--- src/hw/a09_pkg.sv ---
package a09_pkg;

    // Data path width, tied to the 16-bit instruction word
    localparam int DATA_WIDTH = 16;

    // --------------------------------------------------
    // Opcodes
    // --------------------------------------------------
    // ALU operation is taken straight from the opcode
    typedef enum logic [3:0] {
        NOP = 4'd0,
        ADD = 4'd1,
        SUB = 4'd2,
        AND = 4'd3,
        OR  = 4'd4,
        XOR = 4'd5,
        OUT = 4'd6,   // Source 1 to output port
        LDI = 4'd8,   // Zero-extended immediate
        LD  = 4'd9,   // Address in source 2
        ST  = 4'd10,
        BNE = 4'd11,  // PC relative
        JMP = 4'd12,
        JSR = 4'd13,
        RET = 4'd14,
        HLT = 4'd15
    } opcode_e;

    // --------------------------------------------------
    // Instruction formats
    // --------------------------------------------------
    typedef struct packed {
        opcode_e    opcode;   // [15:12]
        logic       spare_hi; // [11]
        logic [1:0] spare_lo; // [10:9]
        logic [2:0] rd;       // [8:6]
        logic [2:0] rs2;      // [5:3]
        logic [2:0] rs1;      // [2:0]
    } instr_reg_t;

    typedef struct packed {
        opcode_e    opcode;
        logic       spare;
        logic [2:0] rd;       // [10:8] LDI destination
        logic [7:0] imm;
    } instr_imm_t;

    // Same word seen through either format
    typedef union packed {
        instr_reg_t fmt_reg;
        instr_imm_t fmt_imm;
    } instr_u;

    typedef struct packed {
        logic zero;
        logic carry;
        logic negative;
        logic overflow;
    } flags_t;

    // --------------------------------------------------
    // Control matrix
    // --------------------------------------------------
    typedef enum logic [1:0] {PC_INC, PC_BRA, PC_RET, PC_ABS} pc_src_e;
    typedef enum logic {ADDR_PC, ADDR_SRC2} addr_src_e;
    typedef enum logic [1:0] {DATA_IMM, DATA_MEM, DATA_ALU} data_src_e;

    typedef struct packed {
        logic      ir_ld;
        logic      pc_ld;
        pc_src_e   pc_src;
        logic      stk_ld;   // Save return PC
        addr_src_e addr_src;
        logic      mem_wr;
        logic      reg_we;
        data_src_e data_src;
        logic      alu_ld;
        logic      flg_ld;
        logic      out_ld;
    } ctrl_t;

endpackage
--- src/hw/a09_datapath.sv ---
`timescale 1ns/1ps

module a09_datapath #(
    parameter int ADDR_WIDTH = 8
) (
    input  logic                             clk_i,
    input  logic                             arst_n_i,
    input  a09_pkg::ctrl_t                   ctrl_i,
    input  logic                             start_i,
    input  logic [a09_pkg::DATA_WIDTH-1:0]   mem_data_i,
    input  logic [a09_pkg::DATA_WIDTH-1:0]   alu_y_i,
    input  logic [a09_pkg::DATA_WIDTH-1:0]   src1_i,
    input  a09_pkg::flags_t                  alu_flags_i,
    output a09_pkg::instr_u                  instr_o,
    output a09_pkg::flags_t                  flags_o,
    output logic [ADDR_WIDTH-1:0]            addr_o,
    output logic [2:0]                       rd_o,
    output logic [2:0]                       rs1_o,
    output logic [2:0]                       rs2_o,
    output logic [a09_pkg::DATA_WIDTH-1:0]   wdata_o
);

    logic [ADDR_WIDTH-1:0]          pc_q;
    logic [ADDR_WIDTH-1:0]          pc_d;
    logic [ADDR_WIDTH-1:0]          pc_mux;
    logic [ADDR_WIDTH-1:0]          stk_q;
    logic [a09_pkg::DATA_WIDTH-1:0] imm_zx;
    logic [a09_pkg::DATA_WIDTH-1:0] imm_sx;
    logic [a09_pkg::DATA_WIDTH-1:0] alu_q;
    a09_pkg::instr_u                ir_q;
    a09_pkg::flags_t                flg_q;
    a09_pkg::opcode_e               opcode;
    logic                           mem_op;

    assign opcode  = ir_q.fmt_reg.opcode;
    assign instr_o = ir_q;
    assign flags_o = flg_q;

    // --------------------------------------------------
    // Immediates and PC selection
    // --------------------------------------------------
    assign imm_zx = {{(a09_pkg::DATA_WIDTH-8){1'b0}}, ir_q.fmt_imm.imm};
    assign imm_sx = {{(a09_pkg::DATA_WIDTH-8){ir_q.fmt_imm.imm[7]}}, ir_q.fmt_imm.imm};

    always_comb begin
        case (ctrl_i.pc_src)
            a09_pkg::PC_BRA: pc_mux = pc_q - 1'b1 + imm_sx[ADDR_WIDTH-1:0];  // PC is one ahead
            a09_pkg::PC_RET: pc_mux = stk_q;
            a09_pkg::PC_ABS: pc_mux = imm_zx[ADDR_WIDTH-1:0];
            default:         pc_mux = pc_q + 1'b1;
        endcase
    end

    // Next PC also addresses memory so the read lands in fetch
    assign pc_d = start_i ? '0 : (ctrl_i.pc_ld ? pc_mux : pc_q);
    assign addr_o = (ctrl_i.addr_src == a09_pkg::ADDR_SRC2) ? src1_i[ADDR_WIDTH-1:0] : pc_d;

    // LD/ST swap read ports so the address rides on source 1
    assign mem_op = (opcode == a09_pkg::LD) || (opcode == a09_pkg::ST);
    assign rs1_o  = mem_op ? ir_q.fmt_reg.rs2 : ir_q.fmt_reg.rs1;
    assign rs2_o  = mem_op ? ir_q.fmt_reg.rs1 : ir_q.fmt_reg.rs2;
    assign rd_o   = (opcode == a09_pkg::LDI) ? ir_q.fmt_imm.rd : ir_q.fmt_reg.rd;

    always_comb begin
        case (ctrl_i.data_src)
            a09_pkg::DATA_MEM: wdata_o = mem_data_i;
            a09_pkg::DATA_ALU: wdata_o = alu_q;
            default:           wdata_o = imm_zx;
        endcase
    end

    // --------------------------------------------------
    // Registers
    // --------------------------------------------------
    always_ff @(posedge clk_i or negedge arst_n_i) begin
        if (!arst_n_i) begin
            pc_q  <= '0;
            ir_q  <= '0;  // Decodes as NOP
            flg_q <= '0;
        end else begin
            pc_q <= pc_d;
            if (ctrl_i.ir_ld) begin
                ir_q <= mem_data_i;
            end
            if (ctrl_i.flg_ld) begin
                flg_q <= alu_flags_i;
            end
        end
    end

    always_ff @(posedge clk_i) begin
        if (ctrl_i.stk_ld) begin
            stk_q <= pc_q;  // One-entry return stack
        end
        if (ctrl_i.alu_ld) begin
            alu_q <= alu_y_i;
        end
    end

    // Fetch only ever increments the PC
    assert property (@(posedge clk_i) disable iff (!arst_n_i)
        ctrl_i.ir_ld |-> (pc_d == pc_q + 1'b1));

endmodule

--- config.mk ---
export PLATFORM = sky130hd
export DESIGN_NAME = a09_datapath
export DESIGN_NICKNAME = d
export VERILOG_FILES = /design/src/hw/a09_pkg.sv /design/src/hw/a09_datapath.sv
export SDC_FILE = /design/constraint.sdc
export NUM_CORES = 1
export LEC_CHECK = 0
export BUFFER_PORTS_ARGS = -buffer_cell sky130_fd_sc_hd__clkbuf_2
export CORE_MARGIN = 2
export CORE_UTILIZATION = 45
export DETAILED_ROUTE_END_ITERATION = 12
export HOLD_SLACK_MARGIN = 0.15
export PLACE_DENSITY = 0.78
export SETUP_SLACK_MARGIN = 0.4
export SLEW_MARGIN = 20
export SYNTH_ARGS = -nofsm -noshare
export SYNTH_HDL_FRONTEND = slang
export SYNTH_SLANG_ARGS = --single-unit
--- constraint.sdc ---
create_clock -name clk_i -period 6.7 [get_ports clk_i]
set_input_delay 1.34 -clock clk_i [delete_from_list [all_inputs] [get_ports clk_i]]
set_output_delay 1.34 -clock clk_i [all_outputs]
set_load 0.005 [all_outputs]
==> impl_metrics.yaml, run 1 <==
synthesis:
  netlist_instances: 294
  synth_edf_count: 24
  yosysTopAreaCellShare_pct: 23.6
  avgSynthCellArea_um2: 10.4
  synthTopCellsByArea: "edfxtp_1 (24%), dfrtp_1 (23%), mux2_2 (6.6%)"
  yosysUniqueCellTypes: 46
  synth_area_leader_cell: "edfxtp_1"
  ys_seq_elements: 52
  synth.most_common_cell: "inv_1"
  seq_area_frac_synth_pct: 46.5
  async_reset_ff_share_pct: 53.8
  synthTopCellsByCount: "inv_1 (30), dfrtp_1 (28), nand2_1 (27)"
  syn_nets: 379
  synth-main-ff-cell: "dfrtp_1"
  synth_warnings: 0
  syn-cell-area_um2: 3060
drt:
  drt_wl_total_um: 7140
  wl_met2_um: 3430
  vias: 2595
  ant_nets: 0
  drt-met1-wl_um: 3090
  drt_iter0_markers: 109
  routed.top_layer: "met4"
  drc: 0
  first_pass_iters: 4
  drt-wirelength-per-cell_um: 15.0
  viasPerCell: 5.44
  met3_length_um: 524
clock_tree:
  clockBufferDepth: 2
  cts_root_buf: "clkbuf_8"
  cts_max_level: 2
  clkTransAtPathRegs_ps: 110
  cts-resized-gates: 0
  clock-sinks: 52
  numCtsBuffers: 5
  insertion_delay_ps: 310
  cts_setup_buffers: 0
  cts_tree: "built"
  holdBufCountCts: 0
die:
  ios: 121
  fp.dieH_um: 86.4
  die_x_um: 86.4
  core-area_um2: 6680
  start_util_pct: 45.7
  die-area_um2: 7470
  fp-row-count: 30
pwr:
  power_density_nw_per_um2: 219
  vdd_drop_max_uv: 120
  p_leak_nw: 1.76
worst_setup_path:
  criticalPathCategory: "reg -> out"
  crit_buf_inv: 4
  worstReg2RegStart: "pc_q[1]"
  r2r_cells: 10
  cp_top_family: "adder cells"
  worstPathArrival_ps: 3000
  worstPathRequired_ps: 5360
  endpoint_kind: "output port"
  crit_path_max_incr_delay_ps: 450
  reg2reg_to: "pc_q[2]"
  slowest_stage: "dfrtp_1"
  cpMostUsedCell: "inv_1"
  crit_fanout: 5
  reg2reg_slack_ps: 4180
  cp-start-kind: "flop"
  crit_chain: "inv_1 > ha_1 > inv_1 > ha_1 > inv_1 > fa_1 > xnor2_1 > mux4_2 > nor2b_1 > nor3_1 > mux2_2 > clkbuf_2"
sta:
  worst_pin_slew_ps: 715
  max-slew-margin-rel_pct: 52.3
  max_freq_mhz: 230
  drv_slew: 0
  final.setup.tns_ps: 0
  fin_skew_ps: 8.29
  final-hold-violation-count: 0
  fin_crit_sh_pct: 64.8
  setup_viol: 0
  grt_setup_unrepaired: "false"
  hold_ws_ps: 520
  layout_min_cycle_time_ps: 4340
layout:
  diodes: 0
  finalNonFillerCells: 477
  design_area_um2: 3740
  drive_above_1_share_pct: 36.8
  syn2layout_area_growth_pct: 22.3
  nNetsFinal: 481
run_status:
  run_status: "completed"
worst_hold_path:
  min_to: "flags_o[3]"
  hp-start: "flags_o[3]"
  holdCritPathClass: "reg -> reg"
  whs_path_depth: 1
flow_run:
  maxCapViolations: 0
global_routing:
  grt_util_all_layers_pct: 20.2
  grt-ovfl-total: 0
  antenna_found_initial: 0
  grt_max_degree: 29
  grt_pass1_vias: 2558
  grt_pass1_wl_um: 11900
place:
  place_inst: 469
  port-buffer-count: 109
  gp_congestion: 0.851
  hpwl_um: 5620
  placed_cell_area_um2: 3640
layout by cell type, fill, tap and decap left out, drive strengths merged, types with 2 or more instances in the layout:
master / Yosys / routed
nand4: 2 / 2
o31ai: 5 / 5
xnor2: 5 / 5
dfrtp: 28 / 28
nor2b: 6 / 6
or3: 2 / 2
mux4: 4 / 4
nand2b: 3 / 3
nor4: 2 / 2
nand3: 4 / 4
o21a: 3 / 3
a22oi: 10 / 10
inv: 32 / 33
o21ai: 22 / 22
a21oi: 13 / 13
a31oi: 3 / 3
edfxtp: 24 / 24
a211oi: 3 / 3
a221oi: 7 / 7
nand2: 27 / 27
mux2: 18 / 18
clkbuf: 10 / 114
mux2i: 5 / 5
nor2: 18 / 18
a21o: 4 / 4
nor3: 4 / 4
ha: 16 / 16
layout make-up:
| type | instances | area (um2) |
|---|---|---|
| Clock buffer | 5 | 68.8 |
| Clock inverter | 3 | 27.5 |
| Fill cell | 602 | 2940 |
| Inverter | 32 | 120 |
| Multi-Input combinational cell | 196 | 1460 |
| Sequential cell | 52 | 1420 |
| Tap cell | 80 | 100 |
| Timing Repair Buffer | 109 | 546 |
flip-flops by register name, summed over array words and instances (netlist names):
| signal | cells |
|---|---|
| pc_q | 8 |
| instr_o | 16 |
| flags_o | 4 |
| alu_q | 16 |
| stk_q | 8 |
cells by family after synthesis:
group           Yosys count  share of synthesized area [%]
compound gates           76                           16.5
xor+xnor                  5                           1.43
fa+ha+maj                17                           7.20
buf+inv                  46                           5.85
flops                    52                           46.5
mux                      27                           11.2
simple gates             71                           11.3
report_power, final:
part           total (W)  internal, W  switching [W]
registers       0.000390     0.000365      0.0000250
logic           0.000237     0.000113       0.000124
clock network   0.000193    0.0000770       0.000116
worst register-to-register path, delay by kind of cell, from the launching register on:
kind,cells,cell delay [ps]
compound gates,1,250
buf+inv,4,260
simple gates,1,70
fa+ha+maj,3,930
flops,1,450
mux,1,440
per-layer routing:
metal / global-route usage [%] / up-vias
met1: 26.4 / 1222
met4: 6.96 / 0
met2: 32.9 / 103
li1: - / 1261
met3: 4.95 / 9
met5: 0 / -
worst max path at each step:
stage | from | cells past startpoint | end | slack (ps)
after global routing | pc_q[1] | 12 | addr_o[3] | 2200
final | pc_q[1] | 12 | addr_o[3] | 2360
after floorplan | instr_o[1] | 11 | addr_o[3] | 3010
after detailed placement | ctrl_i[9] | 7 | addr_o[4] | 2560
after CTS | pc_q[1] | 12 | addr_o[3] | 2340
after global placement | ctrl_i[9] | 7 | addr_o[4] | 2570
stage by stage:
| stage | power [W] | setup WS [ps] | utilization [%] |
|---|---|---|---|
| 2_1_floorplan | 0.000540 | 3010 | - |
| 3_3_place_gp | 0.000624 | 2570 | 54.5 |
| 3_5_place_dp | 0.000634 | 2560 | 54.5 |
| 4_1_cts | 0.000828 | 2340 | 56.0 |
| 5_1_grt | 0.000877 | 2200 | 56.0 |
| 6_report | 0.000820 | 2360 | 56.0 |
Power figures use the tool's default switching activity.
==> inputs of run 2 (changes only) <==
CORE_UTILIZATION = 44   (was 45)
PLACE_DENSITY = 0.79   (was 0.78)
clock period = 3.9 ns   (was 6.7 ns; I/O delays follow)
==> impl_metrics.yaml, run 2 (synthesized netlist as in run 1, its figures left out) <==
sta:
  max_freq_mhz: 280
  setup_viol: 0
  drv_slew: 0
  layout_min_cycle_time_ps: 3570
  fin_skew_ps: 11.5
  fin_crit_sh_pct: 91.5
  final-hold-violation-count: 0
  worst_pin_slew_ps: 759
  grt_setup_unrepaired: "true"
  final.setup.tns_ps: 0
  max-slew-margin-rel_pct: 49.4
layout:
  postLayoutCoreUtil_pct: 58.3
  syn2layout_area_growth_pct: 28.8
  layout_commonest_cell: "clkbuf_2"
  nNetsFinal: 496
  diodes: 0
  finalNonFillerCells: 492
  drive_above_1_share_pct: 44.4
  layout_common_cells: "clkbuf_2 (109), nand2_1 (27), inv_1 (24), edfxtp_1 (24), dfrtp_1 (21)"
worst_setup_path:
  r2r_cells: 10
  reg2reg_slack_ps: 1550
  worstReg2RegStart: "pc_q[1]"
  cp_top_family: "multiplexers"
  crit_chain: "inv_2 > ha_4 > inv_4 > ha_4 > inv_2 > fa_2 > xnor2_2 > mux4_2 > nor2b_2 > nor3_2 > mux2_4 > clkbuf_2"
  crit_fanout: 2
  worstPathArrival_ps: 2790
  crit_path_max_incr_delay_ps: 460
  slowest_stage: "mux4_2"
  critical_path_depth: 12
  crit_buf_inv: 4
  reg2reg_to: "pc_q[2]"
  worstPathRequired_ps: 3120
  endpoint_kind: "output port"
  criticalPathCategory: "reg -> out"
  cp-start-kind: "flop"
place:
  gp_congestion: 0.835
  port-buffer-count: 109
  place_inst: 469
  hpwl_um: 5480
drt:
  drt-wirelength-per-cell_um: 15.0
  drt_wl_total_um: 7360
  viasPerCell: 5.33
  vias: 2620
  ant_nets: 0
  drt_iter0_markers: 159
  first_pass_iters: 4
  drc: 0
flow_run:
  maxCapViolations: 0
pwr:
  vdd_drop_max_uv: 260
  power_density_nw_per_um2: 373
  p_leak_nw: 1.83
die:
  start_util_pct: 45.2
  ios: 121
  die_x_um: 87.4
  core-area_um2: 6760
  fp-row-count: 30
  die-area_um2: 7630
  fp.dieH_um: 87.4
global_routing:
  grt_pass1_vias: 2436
  grt_max_degree: 29
  antenna_found_initial: 0
  grt_pass1_wl_um: 11600
  grt-ovfl-total: 0
  grt_util_all_layers_pct: 19.6
worst_hold_path:
  holdCritPathClass: "in -> async"
clock_tree:
  clockBufferDepth: 2
  numCtsBuffers: 5
  cts_max_level: 2
  cts_tree: "built"
  insertion_delay_ps: 310
  clkTransAtPathRegs_ps: 110
  cts_root_buf: "clkbuf_8"
  clock-sinks: 52
  holdBufCountCts: 0
run_status:
  run_status: "completed"
==> run 2: changes by cell type in the layout (fill, tap and decap cells not counted), moves of 4 or more <==
cell,previous run,this run
buf_4,0,15
dfrtp_1,28,21
dfrtp_2,0,7
inv_1,30,24
ha_1,16,11
inv_2,2,7
ha_4,0,4
==> run 2: metrics by stage <==
stage / area, um2 / power [W] / hold WS [ps] / setup WS, ps
CTS: 3850 / 0.00145 / 520 / 296
global route: 3940 / 0.00156 / 541 / 271
finish: 3940 / 0.00147 / 514 / 331
floorplan: 3060 / 0.000927 / 484 / 768
detailed placement: 3640 / 0.00109 / 502 / 440
global placement: 3640 / 0.00107 / 491 / 551
==> run 2: power breakdown <==
| part | internal [W] | switching [W] | total [W] |
|---|---|---|---|
| Sequential | 0.000628 | 0.0000358 | 0.000664 |
| Clock | 0.000131 | 0.000197 | 0.000328 |
| Combinational | 0.000237 | 0.000241 | 0.000477 |
| Total | 0.000996 | 0.000473 | 0.00147 |
==> run 2: layout make-up <==
type / count / area (um2)
flip-flops and latches: 52 / 1430
fillers: 586 / 2820
repair buffers: 124 / 658
inverters: 32 / 123
clock inverters: 3 / 26.3
well taps: 80 / 100
clock buffers: 5 / 68.8
multi-input cells: 196 / 1530
==> run 2: worst max-delay path by stage <==
stage               startpoint   endpoint  slack (ps)
finish                 pc_q[1]  addr_o[3]         330
global route           pc_q[1]  addr_o[3]         270
CTS                    pc_q[1]  addr_o[3]         300
detailed placement     pc_q[1]  addr_o[3]         440
global placement    instr_o[1]  addr_o[3]         550
floorplan           instr_o[1]  addr_o[3]         770
==> run 2: metal layers <==
metal,wire [um],share of wire [%],global-route usage (%),up-vias
li1,-,-,-,1295
met1,3160,43,26.5,1212
met2,3580,49,30.9,109
met3,575,7.8,5.02,4
met4,51,0.69,6.57,0
met5,0,0,0,-
==> run 2: repair_timing <==
action,4_1_cts,5_1_grt
endpoints found under the setup margin,4,6
resized for setup,16,10
endpoints found under the hold margin,0,0
setup buffers,8,7
pin swaps,4,3
==> inputs of run 3 (changes only) <==
MAX_ROUTING_LAYER = met4   (was default)
==> impl_metrics.yaml, run 3 (synthesized netlist as in run 1, its figures left out) <==
run_status:
  run_status: "completed"
worst_setup_path:
  criticalPathCategory: "reg -> out"
  worstPathRequired_ps: 3120
  crit_path_max_incr_delay_ps: 460
  worstReg2RegStart: "pc_q[1]"
  crit_chain: "inv_2 > ha_4 > inv_4 > ha_4 > inv_2 > fa_2 > xnor2_2 > mux4_2 > nor2b_2 > nor3_2 > mux2_4 > clkbuf_2"
  crit_fanout: 2
  worstPathArrival_ps: 2790
  endpoint: "addr_o[3]"
  endpoint_kind: "output port"
  reg2reg_to: "pc_q[2]"
  slowest_stage: "mux4_2"
  crit_start: "pc_q[1]"
  reg2reg_slack_ps: 1540
  r2r_cells: 10
  cp-start-kind: "flop"
layout:
  syn2layout_area_growth_pct: 28.8
  drive_above_1_share_pct: 44.4
  nNetsFinal: 496
  postLayoutCoreUtil_pct: 58.3
  layout_commonest_cell: "clkbuf_2"
  diodes: 0
  design_area_um2: 3940
  finalNonFillerCells: 492
  layout_common_cells: "clkbuf_2 (109), nand2_1 (27), inv_1 (24), edfxtp_1 (24), dfrtp_1 (21)"
die:
  start_util_pct: 45.2
  fp.dieH_um: 87.4
  core-area_um2: 6760
  die-area_um2: 7630
  fp-row-count: 30
  ios: 121
  die_x_um: 87.4
worst_hold_path:
  holdCritPathClass: "in -> async"
sta:
  final.setup.tns_ps: 0
  fin_skew_ps: 12.3
  fin_crit_sh_pct: 91.5
  max_freq_mhz: 280
  drv_slew: 0
  setup_viol: 0
  layout_min_cycle_time_ps: 3570
  final-hold-violation-count: 0
  max-slew-margin-rel_pct: 50.7
  grt_setup_unrepaired: "true"
  worst_pin_slew_ps: 740
flow_run:
  maxCapViolations: 0
global_routing:
  grt_pass1_wl_um: 11600
  grt-ovfl-total: 0
  antenna_found_initial: 0
  grt_pass1_vias: 2444
  grt_max_degree: 29
  grt_util_all_layers_pct: 20.2
place:
  placed_cell_area_um2: 3640
  gp_congestion: 0.847
  port-buffer-count: 109
  hpwl_um: 5480
  place_inst: 469
clock_tree:
  clkTransAtPathRegs_ps: 110
  insertion_delay_ps: 310
  cts_max_level: 2
  clock-sinks: 52
  clockBufferDepth: 2
  cts_root_buf: "clkbuf_8"
  cts_tree: "built"
  numCtsBuffers: 5
  holdBufCountCts: 0
drt:
  drc: 0
  viasPerCell: 5.34
  ant_nets: 0
  drt_iter0_markers: 144
  vias: 2625
  drt_wl_total_um: 7360
  first_pass_iters: 4
  drt-wirelength-per-cell_um: 15.0
pwr:
  p_leak_nw: 1.83
  vdd_drop_max_uv: 260
  power_density_nw_per_um2: 373
  total_power_w: 0.00147
[run 3: per-stage QoR]
step	setup slack [ps]	hold slack (ps)
final	332	508
after global routing	271	541
after CTS	296	520
after detailed placement	440	502
after global placement	551	491
after floorplan	768	484
[run 3: timing repair]
item | CTS | global route
setup buffers | 8 | 7
pin swaps | 4 | 3
resized for setup | 16 | 10
cloned | 0 | 0
setup endpoints to repair | 4 | 6
[run 3: per-layer routing]
metal | track usage, % | wire length [um] | up-vias
met5 | - | 0 | -
met4 | 6.57 | 42 | 0
met3 | 3.89 | 494 | 2
met2 | 30.9 | 3590 | 102
met1 | 27.2 | 3230 | 1226
li1 | - | - | 1295
[run 3: where the power goes]
part	leakage [nW]	internal, W	total, W	switching [W]
clock	0.0423	0.000131	0.000327	0.000196
sequential	0.572	0.000628	0.000664	0.0000358
combinational	1.22	0.000237	0.000478	0.000241
[run 3: how the worst min path moves through the flow]
stage                     cells past startpoint  slack [ps]    endpoint       start
final                                         1         510     pc_q[3]    arst_n_i
after global routing                          0         540    stk_q[3]     pc_q[3]
after CTS                                     1         520     pc_q[3]    arst_n_i
after detailed placement                      1         500  flags_o[0]  flags_o[0]
after global placement                        1         490  flags_o[0]  flags_o[0]
after floorplan                               0         480  flags_o[0]    arst_n_i
[run 3: final cells by class]
| type | count | area (um2) |
|---|---|---|
| timing repair buffer | 124 | 658 |
| tap | 80 | 100 |
| sequential | 52 | 1430 |
| clock buffer | 5 | 68.8 |
| clock inverter | 3 | 26.3 |
| inverter | 32 | 123 |
| multi-input combinational | 196 | 1530 |
| fill | 586 | 2820 |
[run 3: critical path: cells and delay by family (launching register included)]
kind	cells	cell delay (ps)
buf+inv	4	280
xor+xnor	1	140
fa+ha+maj	3	700
flops	1	440
simple gates	2	190
mux	2	720
