===== config.mk =====
export PLATFORM = sky130hd
export DESIGN_NAME = a09_sequencer
export DESIGN_NICKNAME = d
export VERILOG_FILES = /design/src/hw/a09_pkg.sv /design/src/hw/a09_sequencer.sv
export SDC_FILE = /design/constraint.sdc
export NUM_CORES = 1
export LEC_CHECK = 0
export ABC_CLOCK_PERIOD_IN_PS = 3400
export BUFFER_PORTS_ARGS = -buffer_cell sky130_fd_sc_hd__buf_2
export CAP_MARGIN = 5
export CORE_AREA = 3 3 40 42
export CTS_CLUSTER_DIAMETER = 60
export DETAILED_ROUTE_END_ITERATION = 10
export DIE_AREA = 0 0 43 45
export PLACE_DENSITY_LB_ADDON = 0.3
export SYNTH_ARGS = -nofsm -noshare
export SYNTH_HDL_FRONTEND = slang
export SYNTH_SLANG_ARGS = --single-unit

===== constraint.sdc =====
create_clock -name clk_i -period 3.4 [get_ports clk_i]
set_clock_uncertainty 0.15 [all_clocks]
set_input_delay 0.34 -clock clk_i [delete_from_list [all_inputs] [get_ports clk_i]]
set_output_delay 0.34 -clock clk_i [all_outputs]
set_load 0.005 [all_outputs]

===== src/hw/a09_pkg.sv =====
package a09_pkg;

    // Data path width, tied to the 16-bit instruction word
    localparam int DATA_WIDTH = 16;

    // --------------------------------------------------
    // Opcodes
    // --------------------------------------------------
    // ALU operation is taken straight from the opcode
    typedef enum logic [3:0] {
        NOP = 4'd0,
        ADD = 4'd1,
        SUB = 4'd2,
        AND = 4'd3,
        OR  = 4'd4,
        XOR = 4'd5,
        OUT = 4'd6,   // Source 1 to output port
        LDI = 4'd8,   // Zero-extended immediate
        LD  = 4'd9,   // Address in source 2
        ST  = 4'd10,
        BNE = 4'd11,  // PC relative
        JMP = 4'd12,
        JSR = 4'd13,
        RET = 4'd14,
        HLT = 4'd15
    } opcode_e;

    // --------------------------------------------------
    // Instruction formats
    // --------------------------------------------------
    typedef struct packed {
        opcode_e    opcode;   // [15:12]
        logic       spare_hi; // [11]
        logic [1:0] spare_lo; // [10:9]
        logic [2:0] rd;       // [8:6]
        logic [2:0] rs2;      // [5:3]
        logic [2:0] rs1;      // [2:0]
    } instr_reg_t;

    typedef struct packed {
        opcode_e    opcode;
        logic       spare;
        logic [2:0] rd;       // [10:8] LDI destination
        logic [7:0] imm;
    } instr_imm_t;

    // Same word seen through either format
    typedef union packed {
        instr_reg_t fmt_reg;
        instr_imm_t fmt_imm;
    } instr_u;

    typedef struct packed {
        logic zero;
        logic carry;
        logic negative;
        logic overflow;
    } flags_t;

    // --------------------------------------------------
    // Control matrix
    // --------------------------------------------------
    typedef enum logic [1:0] {PC_INC, PC_BRA, PC_RET, PC_ABS} pc_src_e;
    typedef enum logic {ADDR_PC, ADDR_SRC2} addr_src_e;
    typedef enum logic [1:0] {DATA_IMM, DATA_MEM, DATA_ALU} data_src_e;

    typedef struct packed {
        logic      ir_ld;
        logic      pc_ld;
        pc_src_e   pc_src;
        logic      stk_ld;   // Save return PC
        addr_src_e addr_src;
        logic      mem_wr;
        logic      reg_we;
        data_src_e data_src;
        logic      alu_ld;
        logic      flg_ld;
        logic      out_ld;
    } ctrl_t;

endpackage

===== src/hw/a09_sequencer.sv =====
`timescale 1ns/1ps

module a09_sequencer (
    input  logic             clk_i,
    input  logic             arst_n_i,
    input  logic             run_i,
    input  a09_pkg::instr_u  instr_i,
    input  a09_pkg::flags_t  flags_i,
    input  logic             has_credit_i,
    output a09_pkg::ctrl_t   ctrl_o,
    output logic             ready_o,
    output logic             halt_o
);

    typedef enum logic [2:0] {
        S_IDLE,
        S_FETCH,
        S_DECODE,
        S_EXEC,
        S_WB,
        S_HALT
    } state_e;

    state_e           state_q;
    state_e           state_d;
    a09_pkg::opcode_e opcode;

    assign opcode  = instr_i.fmt_reg.opcode;
    assign ready_o = (state_q == S_IDLE);
    assign halt_o  = (state_q == S_HALT);  // Held until run_i drops

    always_ff @(posedge clk_i or negedge arst_n_i) begin
        if (!arst_n_i) begin
            state_q <= S_IDLE;
        end else begin
            state_q <= state_d;
        end
    end

    // --------------------------------------------------
    // Sequence control matrix
    // --------------------------------------------------
    always_comb begin
        state_d = state_q;
        ctrl_o  = '0;
        case (state_q)
            S_IDLE: begin
                if (run_i) begin
                    state_d = S_FETCH;  // PC held at 0 while idle
                end
            end
            S_FETCH: begin
                ctrl_o.ir_ld  = 1'b1;
                ctrl_o.pc_ld  = 1'b1;
                ctrl_o.pc_src = a09_pkg::PC_INC;
                state_d       = S_DECODE;
            end
            S_DECODE: begin
                state_d = S_EXEC;
            end
            S_EXEC: begin
                state_d = S_FETCH;
                case (opcode)
                    a09_pkg::ADD, a09_pkg::SUB, a09_pkg::AND,
                    a09_pkg::OR, a09_pkg::XOR: begin
                        ctrl_o.alu_ld = 1'b1;
                        ctrl_o.flg_ld = 1'b1;
                        state_d       = S_WB;
                    end
                    a09_pkg::OUT: begin
                        if (has_credit_i) begin
                            ctrl_o.out_ld = 1'b1;
                        end else begin
                            state_d = S_EXEC;  // Wait for the consumer
                        end
                    end
                    a09_pkg::LDI: begin
                        state_d = S_WB;
                    end
                    a09_pkg::LD: begin
                        ctrl_o.addr_src = a09_pkg::ADDR_SRC2;  // Data ready in WB
                        state_d         = S_WB;
                    end
                    a09_pkg::ST: begin
                        ctrl_o.addr_src = a09_pkg::ADDR_SRC2;
                        ctrl_o.mem_wr   = 1'b1;
                    end
                    a09_pkg::BNE: begin
                        if (!flags_i.zero) begin
                            ctrl_o.pc_ld  = 1'b1;
                            ctrl_o.pc_src = a09_pkg::PC_BRA;
                        end
                    end
                    a09_pkg::JMP: begin
                        ctrl_o.pc_ld  = 1'b1;
                        ctrl_o.pc_src = a09_pkg::PC_ABS;
                    end
                    a09_pkg::JSR: begin
                        ctrl_o.stk_ld = 1'b1;  // PC already points past JSR
                        ctrl_o.pc_ld  = 1'b1;
                        ctrl_o.pc_src = a09_pkg::PC_ABS;
                    end
                    a09_pkg::RET: begin
                        ctrl_o.pc_ld  = 1'b1;
                        ctrl_o.pc_src = a09_pkg::PC_RET;
                    end
                    a09_pkg::HLT: begin
                        state_d = S_HALT;
                    end
                    default: begin
                        state_d = S_FETCH;  // NOP and unused code
                    end
                endcase
            end
            S_WB: begin
                ctrl_o.reg_we = 1'b1;
                case (opcode)
                    a09_pkg::LD:  ctrl_o.data_src = a09_pkg::DATA_MEM;
                    a09_pkg::LDI: ctrl_o.data_src = a09_pkg::DATA_IMM;
                    default:      ctrl_o.data_src = a09_pkg::DATA_ALU;
                endcase
                state_d = S_FETCH;
            end
            S_HALT: begin
                state_d = S_HALT;
            end
            default: begin
                state_d = S_IDLE;
            end
        endcase
        // Dropping run aborts from any state
        if (!run_i) begin
            state_d = S_IDLE;
        end
    end

    // Memory and register file never written together
    assert property (@(posedge clk_i) disable iff (!arst_n_i)
        !(ctrl_o.mem_wr && ctrl_o.reg_we));

endmodule


==> summary.md, run 1 <==
| Metric | Value |
|---|---|
| Outcome | `finished, final reports clean` |
| Commonest cells in the netlist | `8 x a21oi_1, 5 x nor2_1, 4 x inv_1, 4 x nand2_1` |
| CTS root buf | `clkbuf_4` |
| Period utilisation layout | `0.621` |
| Fillers | `139` |
| Port Buffers | `23` |
| Clk pin slew, worst setup/hold paths | `0.04 ns` |
| Post-CTS setup buffer count | `0` |
| Register with the most flip-flops | `state_q` |
| Design area | `523 sq um` |
| Die extent in x | `43 um` |
| Core Region | `0.00128 sq mm` |
| FF-to-FF Start | `state_q[2]$_DFF_PN0_` |
| Antenna Nets Post-Route | `0` |
| Worst VDD drop | `154 uV` |
| Reg2Reg Capture Point | `state_q[0]$_DFF_PN0_` |
| LEAKAGE | `0.269 nW` |
| Row Count | `13` |
| Congestion Overflow GR | `0` |
| Cell Area, Placed | `487 sq um` |
| Post-synth EDFFs | `0` |
| Aggregate global-route resource usage | `0.128` |
| Register area share after synthesis | `0.196` |
| DRC | `0` |
| Max Freq | `474 MHz` |
| CP Launch Type | `flop` |
| Fin nets | `103` |
| Worst Path Max Fanout | `8` |
| Starting Density | `0.298` |
| Max-Cap Viols | `0` |
| Syn_nets | `79` |
| Endpoints failing hold | `0` |
| Tmin final | `2.11 ns` |
| Via count | `479` |
| Depth of the CTS H-tree | `1` |
| Diodes inserted | `0` |
| Final Non-Filler Cells | `93` |
| Fraction of layout cells with a size suffix above 1 | `0.359` |
| Hold path endpoint | `state_q[2]$_DFF_PN0_` |
| Synth area leader | `dfrtp_1` |
| Worst Path Required | `2.91 ns` |
| Hold Crit Depth | `3` |
| Area contributors post-synth | `dfrtp_1 20%, a21oi_1 10%, nor2_1 4.9%, and3b_1 4.6%, buf_2 3.9%` |
| CTS tree | `done` |
| Class of the most critical setup path | `flop to primary output` |
| Die Ht | `45 um` |
| Transition time of the tightest slew-check pin | `0.473 ns` |
| RePlAce Congestion | `0.723` |
| Final Max Slew Viols | `0` |
| Hold slack | `0.246 ns` |
| First-pass GRT wire length | `1900 um` |
| RSZ-0062 raised after global routing | `false` |
| Largest net degree at the start of global routing | `16` |
| Post-CTS Resized | `0` |
| Final setup vio count | `0` |
| Yosys top cell area share | `0.196` |
| Maximum root-to-sink buffer count | `2` |
| DR vias/cell | `5.15` |
| Hold Path Class | `primary input to flop` |
| Yosys cell types | `26` |
| Most common cell in the netlist | `a21oi_1` |
| R2R setup slack | `2.21 ns` |
| Synth async-reset ratio | `1.00` |
| Wirelength per Cell | `12.4 um` |
| Crit path DAT | `1.62 ns` |
| Number of warning messages in the yosys log | `0` |
| Synth Cell Area | `383 sq um` |
| HP Start | `run_i` |
| Die ar. | `0.00194 sq mm` |
| 1st-pass router iterations | `4` |
| Hold_buf cts | `1` |
| Initial drt markers | `17` |
| CTS Buf Count | `3` |
| R2R depth | `3` |
| Tot Pwr | `0.000159 W` |
| Placed insts | `88` |
| Seq cells post-synth | `3` |
| Max-slew headroom | `0.677` |
| Clock Sinks | `3` |
| Avg Synthesized Cell Area | `6.96 sq um` |
| I/O pin cnt | `39` |
| Max reg flops | `3` |
| Synth-to-Final Area Change | `36.6%` |
| HPWL Detailed | `821 um` |
| Post-Route WL | `1150 um` |
| Clock Latency Late Sink | `0.24 ns` |
| Largest registers | `state_q: 3 flops` |
| Top_reg_cell synth | `dfrtp_1` |
| Fin Setup TNS | `0 ns` |
| Initial antenna violation count | `0` |
| Vias in the first global route | `421` |
| CP Capture Type | `primary output` |
| Pwr/cell area | `303 mW/mm^2` |
| Gate Count Post-Synth | `55` |
-- cells in the final DEF, fill, tap and decap left out, drive strengths merged, types with 2 or more instances in the layout --
cell and count:
clkbuf 4, nand3b 2, inv 4, nand2b 2
a21oi 8, nand2 4, nor2 5, and3b 2
buf 23, dfrtp 3, o21ai 3, nor4 2
nor3 3
-- cell families (layout without fill, tap and decap cells) --
| group | Yosys count | count (layout) | synth area share |
|---|---|---|---|
| DFF | 3 | 3 | 0.196 |
| xor gates and xnor gates | 1 | 1 | 0.0229 |
| buffers and inverters | 9 | 32 | 0.118 |
| and+or+nand+nor | 26 | 26 | 0.415 |
| AOI/OAI and AO/OA | 16 | 16 | 0.248 |
-- power by group --
group | switching, W | total [W] | internal (W) | leakage [nW]
Clock | 0.0000218 | 0.0000660 | 0.0000442 | 0.0150
Combinational | 0.0000253 | 0.0000463 | 0.0000211 | 0.214
Sequential | 0.00000710 | 0.0000463 | 0.0000392 | 0.0395
-- worst max-delay path, cell delays in order, from the launching register on --
cell and delay, ns:
dfrtp_1 0.45, nand3b_1 0.26, a2111oi_0 0.47, buf_2 0.20
-- how the worst max path moves through the flow --
stage	endpoint	slack (ns)	cells after the start	start
after floorplan	ctrl_o[2]	1.52	3	state_q[2]$_DFF_PN0_
final	ctrl_o[1]	1.29	3	state_q[2]$_DFF_PN0_
after global routing	ctrl_o[1]	1.05	3	state_q[1]$_DFF_PN0_
after CTS	ctrl_o[2]	1.26	3	state_q[2]$_DFF_PN0_
after global placement	ctrl_o[1]	1.50	3	state_q[2]$_DFF_PN0_
after detailed placement	ctrl_o[2]	1.51	3	state_q[2]$_DFF_PN0_
-- per-layer routing --
| metal | wire (um) | track usage |
|---|---|---|
| met3 | 65 | 0.0319 |
| met1 | 490 | 0.164 |
| met5 | 0 | 0 |
| met4 | 0 | 0.0542 |
| met2 | 596 | 0.207 |
-- area by class of cell --
type	count	area, sq um	area share
Clock buffer	4	26.3	0.0502
Inverter	4	15.0	0.0287
Multi-Input combinational cell	43	263	0.502
Sequential cell	3	75.1	0.144
Tap cell	15	18.8	0.0359
Timing Repair Buffer	24	125	0.239
-- through the flow --
stage / worst slack (ns) / utilization
2_1_floorplan: 1.52 / -
3_3_place_gp: 1.50 / 0.379
3_5_place_dp: 1.51 / 0.379
4_1_cts: 1.26 / 0.407
5_1_grt: 1.05 / 0.407
6_report: 1.29 / 0.407
Power figures use the tool's default switching activity.
==> run 2: changes to the inputs <==
--- a/config.mk
+++ b/config.mk
@@ -5,7 +5,7 @@
 export SDC_FILE = /design/constraint.sdc
 export NUM_CORES = 1
 export LEC_CHECK = 0
-export ABC_CLOCK_PERIOD_IN_PS = 3400
+export ABC_CLOCK_PERIOD_IN_PS = 2100
 export BUFFER_PORTS_ARGS = -buffer_cell sky130_fd_sc_hd__buf_2
 export CAP_MARGIN = 5
 export CORE_AREA = 3 3 40 42
==> constraint.sdc (replaced) <==
create_clock -name clk_i -period 2.1 [get_ports clk_i]
set_clock_uncertainty 0.15 [all_clocks]
set_input_delay 0.21 -clock clk_i [delete_from_list [all_inputs] [get_ports clk_i]]
set_output_delay 0.21 -clock clk_i [all_outputs]
set_load 0.005 [all_outputs]
==> summary.md, run 2 (same netlist as run 1, synthesis figures left out) <==
| Metric | Value |
|---|---|
| Via count | `479` |
| Initial drt markers | `1` |
| Transition time of the tightest slew-check pin | `0.297 ns` |
| Depth of the CTS H-tree | `1` |
| Die Ht | `45 um` |
| DRC | `0` |
| Hold slack | `0.0979 ns` |
| Worst Path Max Fanout | `8` |
| Pwr/cell area | `488 mW/mm^2` |
| 1st-pass router iterations | `4` |
| Max-Cap Viols | `0` |
| DR vias/cell | `5.10` |
| Max-slew headroom | `0.801` |
| Aggregate global-route resource usage | `0.126` |
| Fillers | `152` |
| HP Start | `run_i` |
| HPWL Detailed | `795 um` |
| Endpoints failing hold | `0` |
| Period utilisation layout | `0.941` |
| Area of the multi-input gates | `269 sq um` |
| Comb power frac | `0.320` |
| Final setup vio count | `0` |
| Synth-to-Final Area Change | `40.2%` |
| Row Count | `13` |
| RSZ-0062 raised after global routing | `false` |
| Tot Pwr | `0.000262 W` |
| Seq pwr share | `0.267` |
| Final Max Slew Viols | `0` |
| Register Area | `75.1 sq um` |
| Fraction of layout cells with a size suffix above 1 | `0.380` |
| Fin nets | `104` |
| Vias in the first global route | `395` |
| Diodes inserted | `0` |
| Max reg flops | `3` |
| Clock Latency Late Sink | `0.24 ns` |
| Most frequent cells in the layout | `23 x buf_2, 8 x a21oi_1, 5 x nor2_1` |
| Maximum root-to-sink buffer count | `2` |
| Starting Density | `0.298` |
| Max Freq | `506 MHz` |
| Worst VDD drop | `354 uV` |
| Largest net degree at the start of global routing | `16` |
| First-pass GRT wire length | `1770 um` |
| CP Capture Type | `primary output` |
| Antenna Nets Post-Route | `0` |
| Outcome | `finished, final reports clean` |
| Class of the most critical setup path | `flop to primary output` |
| Clock Sinks | `3` |
| CTS Buf Count | `3` |
| CP Launch Type | `flop` |
| CTS root buf | `clkbuf_4` |
| Die ar. | `0.00194 sq mm` |
| FF-to-FF Start | `state_q[2]$_DFF_PN0_` |
| I/O pin cnt | `39` |
| CTS tree | `done` |
| LEAKAGE | `0.275 nW` |
| Crit path DAT | `1.62 ns` |
| Die extent in x | `43 um` |
| Initial antenna violation count | `0` |
| RePlAce Congestion | `0.721` |
| Fin Setup TNS | `0 ns` |
| P_int | `0.000173 W` |
| Post-Route WL | `1080 um` |
| Post-CTS setup buffer count | `0` |
| Commonest non-fill, non-tap cell in the layout | `buf_2` |
| Port Buffers | `23` |
| Clk pin slew, worst setup/hold paths | `0.04 ns` |
| Register with the most flip-flops | `state_q` |
| Largest registers | `state_q: 3 flops` |
| Hold Path Class | `primary input to flop` |
| Wirelength per Cell | `11.5 um` |
| Clock share of power | `0.412` |
| Core Region | `0.00128 sq mm` |
| Worst Path Required | `1.74 ns` |
| Switch share | `0.341` |
| Congestion Overflow GR | `0` |
| Worst setup path startpoint | `state_q[2]$_DFF_PN0_` |
| Psw | `0.0000894 W` |
| Tmin final | `1.98 ns` |
run 2: stage by stage:
step | std cells | instance area (sq um) | utilization | worst slack [ns]
finish | 94 | 537 | 0.418 | 0.124
global route | 94 | 537 | 0.418 | 0.00686
CTS | 94 | 531 | 0.413 | 0.0703
detailed placement | 89 | 494 | 0.385 | 0.342
global placement | 89 | 494 | 0.385 | 0.324
floorplan | 55 | 383 | - | 0.346
run 2: worst paths after layout:
| check | end | slack, ns | depth (start not counted) |
|---|---|---|---|
| max in group asynchronous | state_q[0]$_DFF_PN0_ | 1.56 | 2 |
| hold reg to reg | state_q[1]$_DFF_PN0_ | 0.43 | 1 |
| setup / recovery | ctrl_o[7] | 0.12 | 4 |
| min in group asynchronous | state_q[2]$_DFF_PN0_ | 0.14 | 2 |
| setup reg to reg | state_q[2]$_DFF_PN0_ | 0.91 | 3 |
| hold / removal | state_q[2]$_DFF_PN0_ | 0.1 | 3 |
run 2: final cells by class:
cell class,instances,area share
clock buffer,4,0.0490
inverter,4,0.0280
multi-input combinational,43,0.501
sequential,3,0.140
tap,15,0.0350
timing repair buffer,25,0.247
run 2: power groups by stage:
stage	combinational (W)	clock (W)	sequential, W
4_1_cts	0.0000833	0.000110	0.0000699
6_report	0.0000839	0.000108	0.0000701
3_5_place_dp	0.0000817	0	0.0000707
3_3_place_gp	0.0000811	0	0.0000711
5_1_grt	0.0000966	0.000118	0.0000709
2_1_floorplan	0.0000530	0	0.0000683
run 2: routing by layer:
metal | GRT usage | part of all wire
met5 | 0 | 0
met1 | 0.159 | 0.46
met4 | 0.0542 | 0.0074
met3 | 0.0757 | 0.076
met2 | 0.171 | 0.45
run 2: critical path, stage by stage (launching register included):
cell and delay [ns]:
dfrtp_1 0.45, nand3b_1 0.31, or3_1 0.38, a21oi_1 0.11
buf_2 0.12
run 2: timing repair:
| item | CTS | global route |
|---|---|---|
| endpoints found under the setup margin | 0 | 2 |
| resized for setup | 0 | 2 |
| endpoints found under the hold margin | 3 | 0 |
| hold buffers | 1 | 0 |
==> run 3: changes to the inputs <==
--- a/config.mk
+++ b/config.mk
@@ -13,6 +13,8 @@
 export DETAILED_ROUTE_END_ITERATION = 10
 export DIE_AREA = 0 0 43 45
 export PLACE_DENSITY_LB_ADDON = 0.3
+export REMOVE_ABC_BUFFERS = 1
+export SETUP_SLACK_MARGIN = 0.5
 export SYNTH_ARGS = -nofsm -noshare
 export SYNTH_HDL_FRONTEND = slang
 export SYNTH_SLANG_ARGS = --single-unit
==> summary.md, run 3 (same netlist as run 1, synthesis figures left out) <==
| Metric | Value |
|---|---|
| Aggregate global-route resource usage | `0.123` |
| 1st-pass router iterations | `4` |
| I/O pin cnt | `39` |
| Psw | `0.0000990 W` |
| Fraction of layout cells with a size suffix above 1 | `0.548` |
| Largest net degree at the start of global routing | `16` |
| Crit path buf inv count | `1` |
| Seq pwr share | `0.253` |
| Crit-path leading delay family | `simple AND/OR/NAND/NOR gates` |
| Final setup vio count | `0` |
| Fin Setup TNS | `0 ns` |
| Max-slew headroom | `0.762` |
| Worst VDD drop | `300 uV` |
| LEAKAGE | `0.298 nW` |
| Class of the most critical setup path | `flop to primary output` |
| RSZ-0062 raised after global routing | `true` |
| Register with the most flip-flops | `state_q` |
| CP Capture Type | `primary output` |
| Switch share | `0.344` |
| Via count | `489` |
| Worst Path Required | `1.74 ns` |
| Final Max Slew Viols | `0` |
| Worst Path Max Fanout | `3` |
| Maximum root-to-sink buffer count | `2` |
| Initial drt markers | `4` |
| Clk pin slew, worst setup/hold paths | `0.03 ns` |
| Initial antenna violation count | `0` |
| Post-Route WL | `1170 um` |
| Diodes inserted | `0` |
| Wirelength per Cell | `11.8 um` |
| CP Launch Type | `flop` |
| Antenna Nets Post-Route | `0` |
| Worst path slowest cell | `dfrtp_2` |
| Endpoints failing hold | `0` |
| Vias in the first global route | `428` |
| Fin nets | `109` |
| Comb power frac | `0.377` |
| P_int | `0.000189 W` |
| Max reg flops | `3` |
| Delay of the slowest cell on the worst path | `0.39 ns` |
| First-pass GRT wire length | `1870 um` |
| DR vias/cell | `4.94` |
| Clock Sinks | `3` |
| Commonest non-fill, non-tap cell in the layout | `buf_2` |
| CTS tree | `done` |
| Row Count | `13` |
| CTS root buf | `clkbuf_4` |
| Outcome | `finished, final reports clean` |
| Pwr/cell area | `456 mW/mm^2` |
| Transition time of the tightest slew-check pin | `0.355 ns` |
| Core Region | `0.00128 sq mm` |
| RePlAce Congestion | `0.791` |
| Die extent in x | `43 um` |
| Depth of the CTS H-tree | `1` |
| Most frequent cells in the layout | `23 x buf_2, 7 x a21oi_1, 6 x buf_4` |
| Synth-to-Final Area Change | `64.7%` |
| Clock Latency Late Sink | `0.24 ns` |
| Starting Density | `0.298` |
| Largest registers | `state_q: 3 flops` |
| DRC | `0` |
| CTS Buf Count | `3` |
| Tmin final | `1.75 ns` |
| Crit path DAT | `1.39 ns` |
| Max-Cap Viols | `0` |
| Max Freq | `570 MHz` |
| Port Buffers | `23` |
| Die ar. | `0.00194 sq mm` |
| CP cell instances | `nand3b_1, or3_1, a21oi_1, buf_2` |
| Clock share of power | `0.370` |
| HPWL Detailed | `749 um` |
| Hold Path Class | `primary input to flop` |
| Hold slack | `0.110 ns` |
| R2R setup slack | `0.81 ns` |
| Congestion Overflow GR | `0` |
| Period utilisation layout | `0.835` |
| Die Ht | `45 um` |
[run 3: final timing paths]
| path | cells after the start | startpoint | endpoint |
|---|---|---|---|
| max | 4 | state_q[2]$_DFF_PN0_ | ctrl_o[7] |
| min | 3 | run_i | state_q[2]$_DFF_PN0_ |
| max reg2reg | 4 | state_q[2]$_DFF_PN0_ | state_q[2]$_DFF_PN0_ |
| min reg2reg | 2 | state_q[2]$_DFF_PN0_ | state_q[1]$_DFF_PN0_ |
| max in group asynchronous | 2 | arst_n_i | state_q[0]$_DFF_PN0_ |
| min in group asynchronous | 2 | arst_n_i | state_q[1]$_DFF_PN0_ |
[run 3: layout make-up]
class / instances / area [sq um]
Sequential cell: 3 / 78.8
Fill cell: 135 / 654
Tap cell: 15 / 18.8
Inverter: 4 / 15.0
Multi-Input combinational cell: 43 / 322
Timing Repair Buffer: 30 / 170
Clock buffer: 4 / 26.3
[run 3: per-layer routing]
layer | wire length, um | share of wire | up-vias | GRT usage
li1 | - | - | 262 | -
met1 | 542 | 0.46 | 213 | 0.181
met2 | 560 | 0.48 | 11 | 0.177
met3 | 52 | 0.045 | 3 | 0.0319
met4 | 11 | 0.0094 | 0 | 0.0361
met5 | 0 | 0 | - | 0
[run 3: power groups by stage]
stage | Clock [W] | Combinational [W] | Sequential [W]
5_1_grt | 0.000115 | 0.000122 | 0.0000738
2_1_floorplan | 0 | 0.0000384 | 0.0000725
6_report | 0.000106 | 0.000109 | 0.0000728
4_1_cts | 0.000104 | 0.0000922 | 0.0000726
3_5_place_dp | 0 | 0.0000724 | 0.0000757
3_3_place_gp | 0 | 0.0000724 | 0.0000754
[run 3: worst register-to-register path, cell delays in order, from the launching register on]
cell and delay, ns:
dfrtp_2 0.39, buf_4 0.16, and3b_2 0.25, nand4_1 0.09
o21ai_1 0.16
[run 3: through the flow]
stage | power (W) | util | cells | worst slack (ns) | area (sq um)
4_1_cts | 0.000269 | 0.455 | 97 | 0.349 | 584
2_1_floorplan | 0.000111 | - | 50 | 0.449 | 353
5_1_grt | 0.000311 | 0.491 | 99 | 0.276 | 631
3_3_place_gp | 0.000148 | 0.379 | 88 | 0.366 | 487
3_5_place_dp | 0.000148 | 0.379 | 88 | 0.396 | 487
6_report | 0.000288 | 0.491 | 99 | 0.346 | 631
[run 3: what timing repair did]
| action | 4_1_cts | 5_1_grt |
|---|---|---|
| resized for setup | 8 | 7 |
| buffers inserted | 4 | 2 |
| endpoints found under the setup margin | 9 | 12 |
| cloned | 0 | 0 |
| endpoints found under the hold margin | 3 | 0 |
| pin swaps | 1 | 0 |
| hold buffers | 1 | 0 |
